### src/design/rot_map_pkg.sv
package rot_map_pkg;

	// bus geometry
	localparam int DATA_W = 32;
	localparam int ADDR_W = 8;

	// register map, byte addresses
	localparam logic [ADDR_W-1:0] ADDR_OP     = 8'h00; // operation register
	localparam logic [ADDR_W-1:0] ADDR_STATUS = 8'h04;
	localparam logic [ADDR_W-1:0] ADDR_UNLOCK = 8'h08; // write only
	localparam logic [ADDR_W-1:0] ADDR_KEY0   = 8'h10; // key bits 31:0
	localparam logic [ADDR_W-1:0] ADDR_KEY1   = 8'h14;
	localparam logic [ADDR_W-1:0] ADDR_KEY2   = 8'h18;
	localparam logic [ADDR_W-1:0] ADDR_KEY3   = 8'h1C; // key bits 127:96
	localparam logic [ADDR_W-1:0] ADDR_TRNG   = 8'h20; // random word

	// opcodes, low byte of a write to ADDR_OP
	typedef enum logic [7:0] {
		OP_NOP          = 8'd0,
		OP_UNLOCK       = 8'd1, // arms the unlock word
		OP_STATUS_CLEAR = 8'd2,
		OP_KEY_CLEAR    = 8'd3,
		OP_TRNG_GEN     = 8'd4,
		OP_TRNG_CLEAR   = 8'd5
	} op_e;

endpackage

### src/design/rot_regs_pkg.sv
package rot_regs_pkg;

	// generation counter width
	localparam int CNT_W = 3;

	// status bits at and below this one are cleared by OP_STATUS_CLEAR
	localparam int CLEARABLE_MSB = 25;

	// status word, msb first
	typedef struct packed {
		logic             check_busy;  // 31
		logic             unlocked;    // 30
		logic             trng_valid;  // 29
		logic [CNT_W-1:0] trng_count;  // 28:26
		logic [19:0]      rsvd_hi;     // 25:6
		logic             key_loaded;  // 5
		logic [3:0]       rsvd_lo;     // 4:1
		logic             root_active; // 0
	} status_fields_t;

	// raw view for the read path and bulk clear, field view for updates
	typedef union packed {
		logic [31:0]    raw;
		status_fields_t f;
	} status_u;

endpackage

### src/design/unlock_checker.sv
module unlock_checker #(
	parameter logic [31:0] UNLOCK_SEQ = 32'hF0F0AAAA
) (
	input  logic        clk,
	input  logic        rst_n,
	input  logic        unlock_start_i,
	input  logic [31:0] unlock_word_i,
	output logic        check_busy_o,
	output logic        unlock_o
);

	logic [31:0] word_q;   // captured unlock word
	logic [4:0]  idx_q;    // bit under test
	logic        match_q;  // no mismatch so far
	logic        busy_q;
	logic        unlock_q;
	logic        bit_ok;
	logic        match_n;

	assign bit_ok  = (word_q[idx_q] == UNLOCK_SEQ[idx_q]);
	assign match_n = match_q & bit_ok;

	always_ff @(posedge clk or negedge rst_n) begin
		if (!rst_n) begin
			idx_q    <= '0;
			match_q  <= 1'b0;
			busy_q   <= 1'b0;
			unlock_q <= 1'b0;
		end else if (busy_q) begin
			// all 32 bits are always walked, pass or fail
			if (idx_q == 5'd0) begin
				busy_q   <= 1'b0;
				unlock_q <= unlock_q | match_n; // sticky until reset
			end else begin
				idx_q <= idx_q - 5'd1;
			end
			match_q <= match_n;
		end else if (unlock_start_i) begin
			idx_q   <= 5'd31; // msb first
			match_q <= 1'b1;
			busy_q  <= 1'b1;
		end
	end

	// word is payload, only sampled on the start pulse
	always_ff @(posedge clk) begin
		if (unlock_start_i && !busy_q) begin
			word_q <= unlock_word_i;
		end
	end

	assign check_busy_o = busy_q;
	assign unlock_o     = unlock_q;

endmodule

### src/design/trng_lfsr.sv
module trng_lfsr #(
	parameter logic [31:0] LFSR_SEED    = 32'hACE1ACE1,
	parameter int          TRNG_MAX_GEN = 6
) (
	input  logic                           clk,
	input  logic                           rst_n,
	input  logic                           gen_i,
	input  logic                           clr_i,
	output logic [31:0]                    rnd_o,
	output logic                           rnd_valid_o,
	output logic [rot_regs_pkg::CNT_W-1:0] gen_count_o
);

	localparam logic [31:0] TAPS = 32'h80200003; // x^32+x^22+x^2+x+1, right shifting

	logic [31:0]                    lfsr_q;
	logic [31:0]                    lfsr_n;
	logic [31:0]                    rnd_q;
	logic                           valid_q;
	logic [rot_regs_pkg::CNT_W-1:0] cnt_q;
	logic                           accept;

	// 32 galois steps folded into one cycle
	function automatic logic [31:0] step32(input logic [31:0] s);
		logic [31:0] v;
		v = s;
		for (int i = 0; i < 32; i++) begin
			v = {1'b0, v[31:1]} ^ (v[0] ? TAPS : 32'h0);
		end
		return v;
	endfunction

	assign lfsr_n = step32(lfsr_q);
	assign accept = gen_i && (cnt_q != rot_regs_pkg::CNT_W'(TRNG_MAX_GEN)); // saturate

	always_ff @(posedge clk or negedge rst_n) begin
		if (!rst_n) begin
			lfsr_q  <= LFSR_SEED;
			rnd_q   <= '0;
			valid_q <= 1'b0;
			cnt_q   <= '0;
		end else if (accept) begin
			lfsr_q  <= lfsr_n;
			rnd_q   <= lfsr_n;
			valid_q <= 1'b1;
			cnt_q   <= cnt_q + 1'b1;
		end else if (clr_i) begin
			rnd_q   <= '0; // count is kept
			valid_q <= 1'b0;
		end
	end

	assign rnd_o       = rnd_q;
	assign rnd_valid_o = valid_q;
	assign gen_count_o = cnt_q;

endmodule

### src/design/rot_regs.sv
module rot_regs (
	input  logic                           clk,
	input  logic                           rst_n,
	input  logic                           we_i,
	input  logic                           re_i,
	input  logic [rot_map_pkg::ADDR_W-1:0] addr_i,
	input  logic [rot_map_pkg::DATA_W-1:0] wdata_i,
	output logic [rot_map_pkg::DATA_W-1:0] rdata_o,
	output logic                           unlock_start_o,
	output logic [rot_map_pkg::DATA_W-1:0] unlock_word_o,
	input  logic                           check_busy_i,
	input  logic                           unlock_i,
	output logic                           trng_gen_o,
	output logic                           trng_clr_o,
	input  logic [rot_map_pkg::DATA_W-1:0] rnd_i,
	input  logic                           rnd_valid_i,
	input  logic [rot_regs_pkg::CNT_W-1:0] gen_count_i
);

	rot_map_pkg::op_e               op;
	logic                           op_wr;
	logic                           idle;
	logic                           access;     // unlocked and no check running
	logic                           arm_op;
	logic                           stat_clr;
	logic                           key_clr;
	logic                           key_hit;
	logic                           key_wr;
	logic [1:0]                     key_idx;
	logic                           armed_q;
	logic                           unlock_q;
	logic                           unlock_rise;
	rot_regs_pkg::status_u          own_q;      // bits owned here
	rot_regs_pkg::status_u          status;
	logic [rot_map_pkg::DATA_W-1:0] key_q [4];
	logic [rot_map_pkg::DATA_W-1:0] rd_mux;
	logic [rot_map_pkg::DATA_W-1:0] rdata_q;

	assign op     = rot_map_pkg::op_e'(wdata_i[7:0]);
	assign op_wr  = we_i && (addr_i == rot_map_pkg::ADDR_OP);
	assign idle   = !check_busy_i;
	assign access = unlock_i && idle;

	assign key_hit = addr_i inside {rot_map_pkg::ADDR_KEY0, rot_map_pkg::ADDR_KEY1,
		rot_map_pkg::ADDR_KEY2, rot_map_pkg::ADDR_KEY3};
	assign key_idx = addr_i[3:2];
	assign key_wr  = we_i && key_hit && access;

	assign unlock_rise = unlock_i && !unlock_q;

	// unlock word only goes through once armed
	assign unlock_start_o = we_i && (addr_i == rot_map_pkg::ADDR_UNLOCK) && armed_q &&
		!unlock_i && idle;
	assign unlock_word_o  = wdata_i;

	always_comb begin
		arm_op     = 1'b0;
		stat_clr   = 1'b0;
		key_clr    = 1'b0;
		trng_gen_o = 1'b0;
		trng_clr_o = 1'b0;
		if (op_wr) begin
			case (op)
				rot_map_pkg::OP_NOP: begin
				end
				rot_map_pkg::OP_UNLOCK:       arm_op     = !unlock_i && idle;
				rot_map_pkg::OP_STATUS_CLEAR: stat_clr   = access;
				rot_map_pkg::OP_KEY_CLEAR:    key_clr    = access;
				rot_map_pkg::OP_TRNG_GEN:     trng_gen_o = access;
				rot_map_pkg::OP_TRNG_CLEAR:   trng_clr_o = access;
				default: begin
				end
			endcase
		end
	end

	always_ff @(posedge clk or negedge rst_n) begin
		if (!rst_n) begin
			armed_q  <= 1'b0;
			unlock_q <= 1'b0;
			own_q    <= '0;
		end else begin
			unlock_q <= unlock_i;
			if (unlock_start_o) begin
				armed_q <= 1'b0; // a failed check needs a new OP_UNLOCK
			end else if (arm_op) begin
				armed_q <= 1'b1;
			end
			if (stat_clr) begin
				own_q.raw[rot_regs_pkg::CLEARABLE_MSB:0] <= '0;
			end else begin
				if (unlock_rise) begin
					own_q.f.root_active <= 1'b1;
				end
				if (key_clr) begin
					own_q.f.key_loaded <= 1'b0;
				end else if (key_wr && key_idx == 2'd3) begin
					own_q.f.key_loaded <= 1'b1;
				end
			end
		end
	end

	always_ff @(posedge clk or negedge rst_n) begin
		if (!rst_n) begin
			for (int i = 0; i < 4; i++) begin
				key_q[i] <= '0;
			end
		end else if (key_clr) begin
			for (int i = 0; i < 4; i++) begin
				key_q[i] <= '0;
			end
		end else if (key_wr) begin
			key_q[key_idx] <= wdata_i;
		end
	end

	// engine state merged into the status word
	always_comb begin
		status                  = own_q;
		status.f.check_busy     = check_busy_i;
		status.f.unlocked       = unlock_i;
		status.f.trng_valid     = rnd_valid_i;
		status.f.trng_count     = gen_count_i;
		status.f.root_active    = own_q.f.root_active | unlock_rise; // same cycle as unlocked
	end

	always_comb begin
		rd_mux = '0;
		case (addr_i)
			rot_map_pkg::ADDR_STATUS: rd_mux = status.raw;
			rot_map_pkg::ADDR_KEY0,
			rot_map_pkg::ADDR_KEY1,
			rot_map_pkg::ADDR_KEY2,
			rot_map_pkg::ADDR_KEY3: begin
				if (unlock_i) begin
					rd_mux = key_q[key_idx];
				end
			end
			rot_map_pkg::ADDR_TRNG: begin
				if (unlock_i) begin
					rd_mux = rnd_i;
				end
			end
			default: rd_mux = '0;
		endcase
	end

	always_ff @(posedge clk or negedge rst_n) begin
		if (!rst_n) begin
			rdata_q <= '0;
		end else begin
			rdata_q <= re_i ? rd_mux : '0; // zero outside read replies
		end
	end

	assign rdata_o = rdata_q;

endmodule

### src/design/rot_top.sv
module rot_top #(
	parameter logic [31:0] UNLOCK_SEQ   = 32'hF0F0AAAA,
	parameter logic [31:0] LFSR_SEED    = 32'hACE1ACE1, // must be nonzero
	parameter int          TRNG_MAX_GEN = 6             // at most 7
) (
	input  logic                           clk,
	input  logic                           rst_n,
	input  logic                           we_i,
	input  logic                           re_i,
	input  logic [rot_map_pkg::ADDR_W-1:0] addr_i,
	input  logic [rot_map_pkg::DATA_W-1:0] wdata_i,
	output logic [rot_map_pkg::DATA_W-1:0] rdata_o
);

	logic                           unlock_start;
	logic [rot_map_pkg::DATA_W-1:0] unlock_word;
	logic                           check_busy;
	logic                           unlock;
	logic                           trng_gen;
	logic                           trng_clr;
	logic [rot_map_pkg::DATA_W-1:0] rnd;
	logic                           rnd_valid;
	logic [rot_regs_pkg::CNT_W-1:0] gen_count;

	rot_regs i_regs (
		.clk            (clk),
		.rst_n          (rst_n),
		.we_i           (we_i),
		.re_i           (re_i),
		.addr_i         (addr_i),
		.wdata_i        (wdata_i),
		.rdata_o        (rdata_o),
		.unlock_start_o (unlock_start),
		.unlock_word_o  (unlock_word),
		.check_busy_i   (check_busy),
		.unlock_i       (unlock),
		.trng_gen_o     (trng_gen),
		.trng_clr_o     (trng_clr),
		.rnd_i          (rnd),
		.rnd_valid_i    (rnd_valid),
		.gen_count_i    (gen_count)
	);

	unlock_checker #(
		.UNLOCK_SEQ (UNLOCK_SEQ)
	) i_unlock (
		.clk            (clk),
		.rst_n          (rst_n),
		.unlock_start_i (unlock_start),
		.unlock_word_i  (unlock_word),
		.check_busy_o   (check_busy),
		.unlock_o       (unlock)
	);

	trng_lfsr #(
		.LFSR_SEED    (LFSR_SEED),
		.TRNG_MAX_GEN (TRNG_MAX_GEN)
	) i_trng (
		.clk         (clk),
		.rst_n       (rst_n),
		.gen_i       (trng_gen),
		.clr_i       (trng_clr),
		.rnd_o       (rnd),
		.rnd_valid_o (rnd_valid),
		.gen_count_o (gen_count)
	);

endmodule

### config.mk
export PLATFORM = sky130hd
export DESIGN_NAME = rot_top
export DESIGN_NICKNAME = d
export VERILOG_FILES = /design/src/design/rot_map_pkg.sv /design/src/design/rot_regs_pkg.sv /design/src/design/unlock_checker.sv /design/src/design/trng_lfsr.sv /design/src/design/rot_regs.sv /design/src/design/rot_top.sv
export SDC_FILE = /design/constraint.sdc
export NUM_CORES = 1
export LEC_CHECK = 0
export BUFFER_PORTS_ARGS = -buffer_cell sky130_fd_sc_hd__clkbuf_2
export CAP_MARGIN = 25
export CORE_AREA = 4 4 158 160
export CTS_BUF_LIST = sky130_fd_sc_hd__clkbuf_8
export CTS_CLUSTER_DIAMETER = 40
export DETAILED_ROUTE_END_ITERATION = 10
export DIE_AREA = 0 0 162 164
export PLACE_DENSITY = 0.73
export SYNTH_ARGS = -nofsm -noshare
export SYNTH_HDL_FRONTEND = slang
export SYNTH_SLANG_ARGS = --single-unit
### constraint.sdc
create_clock -name clk -period 3.9 [get_ports clk]
set_input_delay 0.39 -clock clk [delete_from_list [all_inputs] [get_ports clk]]
set_output_delay 0.39 -clock clk [all_outputs]
set_load 0.05 [all_outputs]
==> results of run 1 <==
-- layout make-up --
cell class	count	area, sq um
clock inverter	32	179
timing repair buffer	100	626
inverter	10	37.5
clock buffer	54	743
sequential	272	6990
multi-input combinational	703	5630
tap	319	399
fill	1910	8800
-- placed cells by master (no fill, tap or decap), types with 5 or more instances in the layout --
master    Yosys  final
a21o_1       38     38
a22oi_1      31     31
and2_1        5      5
buf_4         1     20
clkbuf_2      0     74
clkbuf_8      0     54
dfrtp_1     224    224
dfstp_2      16     16
edfxtp_1     32     32
inv_1        10     34
mux2i_1     104    104
mux4_2       42     42
nand2_1      96     96
nor2_1      156    155
nor3_1        7      5
o21ai_0      42     42
xnor2_1      81     81
xnor3_1      11     11
xor2_1       31     31
-- through the flow --
step	hold slack [ns]	instances	power (mW)	instance area [sq um]
2_1_floorplan	0.0944	1054	2.96	12900
5_1_grt	0.0444	1490	5.73	14600
4_1_cts	0.0331	1490	5.57	14600
6_report	0.0635	1490	5.51	14600
3_5_place_dp	0.466	1403	3.07	13700
3_3_place_gp	0.458	1403	3.07	13700
-- routing by layer --
| metal | vias up | share of wire (%) |
|---|---|---|
| met3 | 47 | 5.8 |
| met5 | - | 0 |
| met1 | 4180 | 45 |
| li1 | 3805 | - |
| met4 | 0 | 1.9 |
| met2 | 198 | 48 |
-- registers in the layout, indices dropped and copies added (netlist names), 2 cells and up --
name / cells
i_regs.key_q: 128
i_regs.own_q: 2
i_regs.rdata_o: 32
i_trng.gen_count_o: 3
i_trng.lfsr_q: 32
i_trng.rnd_o: 32
i_unlock.idx_q: 5
i_unlock.word_q: 32
-- power by group --
| part | total, mW | internal (mW) | switching (mW) |
|---|---|---|---|
| combinational | 0.150 | 0.0414 | 0.108 |
| clock | 2.49 | 1.34 | 1.15 |
| sequential | 2.87 | 2.87 | 0.000172 |
-- how the worst max path moves through the flow --
stage                      startpoint                 to  slack [ns]  cells past startpoint
floorplan           i_trng.lfsr_q[13]  i_trng.lfsr_q[13]        0.86                      8
global placement     i_trng.lfsr_q[2]   i_trng.rnd_o[19]        0.78                      8
detailed placement   i_trng.lfsr_q[2]   i_trng.rnd_o[26]        0.74                      8
CTS                  i_trng.lfsr_q[2]    i_trng.rnd_o[0]        0.68                      8
global route         i_trng.lfsr_q[2]   i_trng.rnd_o[19]        0.50                      8
finish               i_trng.lfsr_q[2]   i_trng.rnd_o[19]        0.69                      8
-- cells by family (layout without fill, tap and decap cells) --
group | Yosys count | count (layout)
and+or+nand+nor | 288 | 288
xor gates and xnor gates | 135 | 135
AOI/OAI and AO/OA | 130 | 130
DFF | 272 | 272
muxes | 146 | 146
buffers and inverters | 79 | 196
adders and majority gates | 4 | 4
-- worst max-delay path: stages, from the launching register on --
cell and delay, ns:
dfrtp_1 0.49, xnor2_4 0.31, xnor3_2 0.58, xnor2_4 0.27
xnor3_2 0.43, xor3_1 0.45, xnor2_2 0.27, xnor2_1 0.19
o21ai_1 0.09
-- timing repair --
action,4_1_cts,5_1_grt
resized for setup,0,0
hold buffers,1,0
endpoints found under the hold margin,91,0
buffers inserted,0,0
==> run summary, run 1 <==
- average wire per cell in the routed design: 19.7 um
- met3 Track Usage GR: 4.99%
- final wirelength: 29300 um
- ratio of total power to cell area: 377 nW/um^2
- CTS tree: built
- final critical-path share of the clock period: 82.3%
- initial standard-cell utilization of the core: 55.0%
- met1 GRT Util: 32.7%
- grt peak-use layer: met2
- post-synthesis instance area: 12900 sq um
- DIE HEIGHT: 164 um
- ANT nets after route: 0
- DR vias: 8230
- Synth area leader: dfrtp_1
- DIE AREA: 26600 sq um
- portion of the post-synthesis area used by sequential elements: 54.3%
- count of nets after finishing: 1181
- # setup viols final: 0
- routability-driven placement congestion ratio: 0.901
- Diodes inserted: 0
- dominant combinational cell family by area after synthesis: multiplexers
- met2 Use GR: 36.2%
- # H-tree levels: 2
- DRT Pass-1 Iters: 5
- root buf cell: clkbuf_8
- setup clock skew after layout: 0.0266 ns
- synth cell count leaders: dfrtp_1, nor2_1, mux2i_1
- number of endpoints with negative hold slack in the final report: 0
- die width: 162 um
- status: completed
- area share of the largest cell type after synthesis: 43.6%
- initial DRC count: 549
- critical path launch point type: flop
- worst reg2reg endpoint: i_trng.rnd_o[19]
- leading cell type by number of instances after synthesis: dfrtp_1
- critical path type: flop to flop
- Simple-Gate Fraction of Synth Area: 9.20%
- logic depth of the worst register-to-register path: 8
- cell count of the worst hold path: 1
- f_max: 0.312 GHz
- # port buffers: 75
- library cells used by synthesis: 48
- adder and majority cell fraction of the synthesized area: 0.389%
- post-synthesis net count: 1102
- wire length of the first global-routing pass: 47500 um
- async set or reset register ratio after synthesis: 88.2%
- I/O pin total: 76
- reg2reg setup slack: 0.69 ns
- DP Worst Slack: 0.742 ns
- share of layout cells above drive strength 1: 20.4%
- total gr overflow: 0
- Synth Warn #: 0
- time the worst path needs with I/O delays and setup: 3.21 ns
- pin count of the biggest net entering global routing: 101
- sink count of the clock tree: 272
- destination of the worst hold path: i_unlock.word_q[30]
- utilization of the core after routing: 62.4%
- Critical Path End Type: flop
- cell types occupying the most area after synthesis: dfrtp_1, mux2i_1, edfxtp_1
- worst endpoint data arrival time: 3.64 ns
- number of pins exceeding their max-slew limit in the final report: 0
- synthesized area per cell: 12.2 sq um
- total number of placement rows: 56
- mux cell area share after synthesis: 15.4%
- accumulated negative setup slack: 0 ns
- parity-gate share of the synthesized area counting xor and xnor cells: 11.7%
- Post-DP HPWL: 19600 um
- area of the core region: 23400 sq um
- path class of the lowest-slack min-delay path: input port to flop
- required time reported for the critical path endpoint: 4.33 ns
- number of buffers inserted during clock tree synthesis: 46
- headroom to the max-slew limit: 48.2%
- initial antenna violation count: 0
- predominant post-synthesis flop cell: dfrtp_1
- clock transition at the registers of the reported paths: 0.06 ns
- vias in the first global route: 8608
- cell count after synthesis: 1054
- area overhead of the layout relative to synthesis: 13.5%
- vias per std cell: 5.52
- Post-synth EDFFs: 32
- Clock Tree Buf Depth: 3
- complex-gate fraction of the synthesized area: 6.56%
- number of remaining DRC errors: 0
- start point of the worst hold path: wdata_i[30]
- synthesized flop and latch total: 272
- startpoint of the most critical register-to-register path: i_trng.lfsr_q[2]
- leakage component of the power: 6.82 nW
- worst supply voltage drop on vdd: 252 uV
- worst slew pin tran: 0.776 ns
- Worst Slack Setup Final: 0.690 ns
- setup repair after global routing missed its margin: false
- max_cap viols: 0
- global routing usage summed across all routing layers: 22.9%
- Clk Latency, worst-skew pair: 0.57 ns
- crit-path max FO: 5
Note: power is estimated with default switching activity, not from simulation.
==> run 2: changes to the inputs <==
- ABC_AREA: default -> 1
- CORE_AREA: 4 4 158 160 -> 4 4 157 159
- DIE_AREA: 0 0 162 164 -> 0 0 161 163
- clock period: 3.9 -> 3.3 ns (I/O delays scaled with it)
==> run 2 against run 1 <==
Compared with the run above:
- the run now ends with negative setup slack left
- sequential power increased by 22%
- routed wire length up 26%
- global-route usage is 4.5 points higher
- critical endpoint is now i_trng.rnd_o[1]
==> run summary, run 2 <==
- critical path startpoint: i_trng.lfsr_q[0]
- total gr overflow: 0
- worst endpoint data arrival time: 5.39 ns
- async set or reset register ratio after synthesis: 88.2%
- share of layout cells above drive strength 1: 26.6%
- DR vias: 11255
- number of pins exceeding their max-slew limit in the final report: 0
- ANT nets after route: 0
- DIE HEIGHT: 163 um
- Synth Warn #: 0
- ratio of total power to cell area: 467 nW/um^2
- Layout Cell Area excl Fill: 16000 sq um
- worst supply voltage drop on vdd: 304 uV
- vias in the first global route: 10919
- accumulated negative setup slack: -58.45 ns
- number of flip-flops under the largest register name: 128
- Worst Slack Setup Final: -1.64 ns
- number of endpoints with negative hold slack in the final report: 0
- leakage component of the power: 8.01 nW
- Diodes inserted: 0
- critical path type: flop to flop
- # H-tree levels: 2
- startpoint of the most critical register-to-register path: i_trng.lfsr_q[0]
- most used cells in the layout excluding fill and tap cells: dfrtp_1, nand2_1, inv_1
- Clock Tree Buf Depth: 3
- status: complete, but fails checks
- Clk Latency, worst-skew pair: 0.57 ns
- area of placed instances: 13900 sq um
- vias per std cell: 5.84
- total number of placement rows: 56
- failing checks: negative setup slack
- setup repair after global routing missed its margin: true
- count of nets after finishing: 1618
- reg2reg setup slack: -1.64 ns
- synthesized flop and latch total: 272
- pin count of the biggest net entering global routing: 98
- post-synthesis net count: 1429
- synthesized area per cell: 9.19 sq um
- predominant post-synthesis flop cell: dfrtp_1
- longest individual stage delay on the worst path: 0.61 ns
- number of remaining DRC errors: 0
- cell count after synthesis: 1381
- # port buffers: 75
- setup clock skew after layout: 0.0151 ns
- Critical Path End Type: flop
- cell types occupying the most area after synthesis: dfrtp_1, edfxtp_1, nand2_1
- initial DRC count: 1135
- DIE AREA: 26200 sq um
- required time reported for the critical path endpoint: 3.75 ns
- leading cell type in the layout, fill and taps excluded: dfrtp_1
- crit-path max FO: 7
- library cells used by synthesis: 42
- utilization of the core after routing: 68.7%
- leading cell type by number of instances after synthesis: nand2_1
- clock transition at the registers of the reported paths: 0.06 ns
- f_max: 0.202 GHz
- average wire per cell in the routed design: 19.2 um
- DRT Pass-1 Iters: 6
- area overhead of the layout relative to synthesis: 26.0%
- die width: 161 um
- portion of the post-synthesis area used by sequential elements: 55.0%
- Worst Setup EP: i_trng.rnd_o[1]
- total power after layout: 7.47 mW
- Post-synth EDFFs: 32
- Fillers: 1740
- Synth area leader: dfrtp_1
- initial antenna violation count: 0
- cell count of the worst hold path: 1
- slowest stage cell on the critical path: dfstp_2
- I/O pin total: 76
- number of buffers inserted during clock tree synthesis: 47
- most repeated library cell on the critical path: nand2_4
- Post-DP HPWL: 23200 um
- area of the core region: 23300 sq um
- global routing usage summed across all routing layers: 27.4%
- final wirelength: 37000 um
- worst slew pin tran: 0.931 ns
- time the worst path needs with I/O delays and setup: 4.94 ns
- wire length of the first global-routing pass: 57700 um
- root buf cell: clkbuf_8
- # setup viols final: 54
- logic depth of the worst register-to-register path: 41
- critical path launch point type: flop
- synth cell count leaders: nand2_1, dfrtp_1, inv_1
- CTS tree: built
- path class of the lowest-slack min-delay path: input port to flop
- initial standard-cell utilization of the core: 54.6%
- Biggest register: i_regs.key_q
- max_cap viols: 0
- final critical-path share of the clock period: 150%
- routability-driven placement congestion ratio: 0.928
- post-synthesis instance area: 12700 sq um
- area share of the largest cell type after synthesis: 44.2%
- headroom to the max-slew limit: 37.9%
- worst reg2reg endpoint: i_trng.rnd_o[1]
- sink count of the clock tree: 272
run 2: repair_timing:
action | CTS | global route
buffers inserted | 6 | 17
resized for setup | 50 | 67
pin swaps | 20 | 42
hold buffers | 26 | 2
setup endpoints to repair | 53 | 54
hold endpoints to repair | 114 | 2
run 2: final cells by class:
cell class / instances / area [sq um] / area share [%]
tap: 319 / 399 / 2.50
timing repair buffer: 209 / 1520 / 9.48
multi-input combinational: 883 / 5450 / 34.1
inverter: 157 / 604 / 3.78
clock inverter: 24 / 178 / 1.11
clock buffer: 62 / 853 / 5.34
sequential: 272 / 6990 / 43.7
run 2: power by group:
group	switching [mW]	internal [mW]	total, mW
logic	0.485	0.226	0.711
clock network	1.41	1.85	3.26
registers	0.0521	3.44	3.49
total	1.95	5.52	7.47
run 2: worst max-delay path: cells and delay by family, from the launching register on:
kind / cells / cell delay (ns)
flops: 1 / 0.61
xor+xnor: 1 / 0.30
simple gates: 37 / 3.68
buf+inv: 3 / 0.20
run 2: cell families (layout without fill, tap and decap cells):
logic type / after synthesis / after routing / share of synthesized area (%)
flip-flops: 272 / 272 / 55.0
AO/OA/AOI/OAI: 302 / 302 / 14.3
AND/OR/NAND/NOR: 549 / 549 / 20.9
adder cells (fa/ha/maj): 4 / 4 / 0.394
buffers and inverters: 226 / 452 / 6.78
XOR/XNOR: 28 / 28 / 2.61
run 2: routing by layer:
| layer | global-route usage (%) | vias to the layer above | wire length, um |
|---|---|---|---|
| li1 | - | 5111 | - |
| met1 | 39.3 | 5501 | 15700 |
| met2 | 42.7 | 543 | 17100 |
| met3 | 4.63 | 100 | 2910 |
| met4 | 10.1 | 0 | 1320 |
| met5 | 0 | - | 0 |
run 2: worst min-delay path by stage:
stage	startpoint	to	slack [ns]
after floorplan	rst_n	i_regs.armed_q	0.03
after global placement	rst_n	i_regs.key_q[126]	0.40
after detailed placement	rst_n	i_regs.key_q[62]	0.40
after CTS	wdata_i[6]	i_unlock.word_q[6]	0.003
after global routing	wdata_i[6]	i_unlock.word_q[6]	0.009
final	wdata_i[6]	i_unlock.word_q[6]	0.03
run 2: through the flow:
step                      instances  hold WS [ns]  setup WS (ns)
after floorplan                1381        0.0344         -0.886
after global placement         1789         0.401          -1.06
after detailed placement       1789         0.399          -1.29
after CTS                      1907       0.00253          -1.28
after global routing           1926       0.00856          -1.93
final                          1926        0.0320          -1.64
==> run 3: changes to the inputs <==
- CORE_AREA: 4 4 157 159 -> 4 4 205 207
- DIE_AREA: 0 0 161 163 -> 0 0 209 211
- PLACE_DENSITY: 0.73 -> default
- SLEW_MARGIN: default -> 20
==> run 3 against run 2 <==
Compared with the run above:
- clock power down 2%
- largest cell class unchanged
- final area up 0.59%
- clock-buffer cell count down 5
- non-clock buffer count up 8
- combinational power down 0.7%
- the flow still finishes with violations (negative setup slack)
- sequential power is essentially flat
- critical endpoint is now i_trng.rnd_o[21]
==> run summary, run 3 (synthesized netlist as in run 2, its figures left out) <==
- status: complete, but fails checks
- failing checks: negative setup slack
- number of buffers inserted during clock tree synthesis: 48
- vias per std cell: 5.10
- setup repair after global routing missed its margin: true
- initial antenna violation count: 0
- area overhead of the layout relative to synthesis: 26.7%
- total number of placement rows: 74
- met3 Track Usage GR: 3.67%
- most used cells in the layout excluding fill and tap cells: dfrtp_1, nand2_1, inv_1
- global routing usage summed across all routing layers: 17.7%
- leakage component of the power: 7.97 nW
- I/O pin total: 76
- Clock Tree Buf Depth: 3
- crit-path max FO: 6
- final non-filler cell total: 2148
- # port buffers: 75
- number of remaining DRC errors: 0
- Post-DP HPWL: 26100 um
- number of pins exceeding their max-slew limit in the final report: 0
- ratio of total power to cell area: 460 nW/um^2
- setup clock skew after layout: 0.0433 ns
- number of placed cells counting well taps: 2003
- Diodes inserted: 0
- vias in the first global route: 11150
- Critical Path End Type: flop
- time the worst path needs with I/O delays and setup: 4.64 ns
- root buf cell: clkbuf_8
- average wire per cell in the routed design: 18.5 um
- worst supply voltage drop on vdd: 294 uV
- worst reg2reg endpoint: i_trng.rnd_o[21]
- leading cell type in the layout, fill and taps excluded: dfrtp_1
- initial DRC count: 813
- headroom to the max-slew limit: 34.2%
- total gr overflow: 0
- reg2reg setup slack: -1.34 ns
- grt peak-use layer: met2
- DP Worst Slack: -1.23 ns
- DIE AREA: 44100 sq um
- critical path type: flop to flop
- worst slew pin tran: 0.988 ns
- ANT nets after route: 0
- initial standard-cell utilization of the core: 31.4%
- Worst Slack Setup Final: -1.34 ns
- final critical-path share of the clock period: 141%
- # setup viols final: 50
- Worst Setup EP: i_trng.rnd_o[21]
- met1 GRT Util: 24.1%
- critical path startpoint: i_trng.lfsr_q[0]
- f_max: 0.216 GHz
- startpoint of the most critical register-to-register path: i_trng.lfsr_q[0]
- routability-driven placement congestion ratio: 0.866
- share of layout cells above drive strength 1: 25.2%
- worst endpoint data arrival time: 5.12 ns
- slowest stage cell on the critical path: dfstp_2
- pin count of the biggest net entering global routing: 101
- critical path launch point type: flop
- sink count of the clock tree: 272
- die width: 209 um
- Fillers: 3996
- DRT Pass-1 Iters: 5
- DR vias: 10959
- Biggest register: i_regs.key_q
- DIE HEIGHT: 211 um
- CTS tree: built
- area of the core region: 40400 sq um
- required time reported for the critical path endpoint: 3.78 ns
- number of endpoints with negative hold slack in the final report: 0
- number of flip-flops under the largest register name: 128
- max_cap viols: 0
- wire length of the first global-routing pass: 62700 um
- met2 Use GR: 27.8%
- count of nets after finishing: 1627
- most repeated library cell on the critical path: nand2_4
- final wirelength: 39800 um
- clock transition at the registers of the reported paths: 0.06 ns
- # H-tree levels: 2
- longest individual stage delay on the worst path: 0.61 ns
- logic depth of the worst register-to-register path: 41
- Clk Latency, worst-skew pair: 0.60 ns
- path class of the lowest-slack min-delay path: input port to flop
run 3: cell count changes in the layout (fill, tap and decap cells not counted), moves of 2 or more:
cell / previous run / this run
nand2_1: 203 / 212
nand2_4: 27 / 25
inv_1: 161 / 165
buf_4: 101 / 103
clkbuf_8: 62 / 57
dlygate4sd3_1: 28 / 33
nand2_2: 39 / 36
nand3_1: 101 / 114
xor2_1: 20 / 18
nand3_4: 27 / 15
xor2_2: 0 / 2
o21ai_1: 5 / 3
nand2_8: 4 / 0
run 3: layout make-up:
class	instances	area (sq um)	share of cell area (%)
Tap cell	532	666	4.14
Sequential cell	272	6990	43.4
Multi-Input combinational cell	883	5230	32.5
Timing Repair Buffer	217	1610	10.0
Clock buffer	57	785	4.88
Clock inverter	30	211	1.31
Inverter	157	599	3.73
run 3: power by group:
group / switching, mW / total (mW) / leakage [nW] / internal, mW
Combinational: 0.480 / 0.706 / 4.26 / 0.226
Clock: 1.45 / 3.19 / 0.574 / 1.74
Sequential: 0.0615 / 3.50 / 3.14 / 3.44
Total: 1.99 / 7.40 / 7.97 / 5.41
run 3: through the flow:
step	utilization (%)	total power [mW]	area (sq um)	TNS, ns	hold slack (ns)
floorplan	-	3.92	12700	-20.49	0.0344
global placement	35.2	4.23	14200	-32.47	0.416
detailed placement	35.2	4.23	14200	-40.18	0.423
CTS	39.4	7.48	15900	-39.65	0.00654
global route	39.8	7.71	16100	-63.29	0.0317
finish	39.8	7.40	16100	-46.25	0.0478
run 3: layer usage:
layer	up-vias	routed length (um)
li1	5119	-
met1	5384	17500
met2	358	18000
met3	98	2660
met4	0	1660
met5	-	0
run 3: critical path: cells and delay by family (launching register included):
family,cells,cell delay (ns)
flops,1,0.61
xor+xnor,1,0.29
simple gates,36,3.19
buf+inv,4,0.45
run 3: worst min path at each step:
stage / end / from / slack (ns) / cells after the start
2_1_floorplan: i_regs.armed_q / rst_n / 0.03 / 0
3_3_place_gp: i_regs.rdata_o[2] / rst_n / 0.42 / 1
3_5_place_dp: i_regs.rdata_o[2] / rst_n / 0.42 / 1
4_1_cts: i_regs.rdata_o[30] / re_i / 0.007 / 3
5_1_grt: i_regs.rdata_o[30] / re_i / 0.03 / 3
6_report: i_regs.rdata_o[30] / re_i / 0.05 / 3
run 3: repair_timing:
item | in CTS | in global routing
resized for setup | 58 | 15
buffers inserted | 16 | 9
gates cloned | 0 | 0
endpoints found under the setup margin | 50 | 56
hold buffers | 33 | 0
pin swaps | 31 | 10
endpoints found under the hold margin | 119 | 0
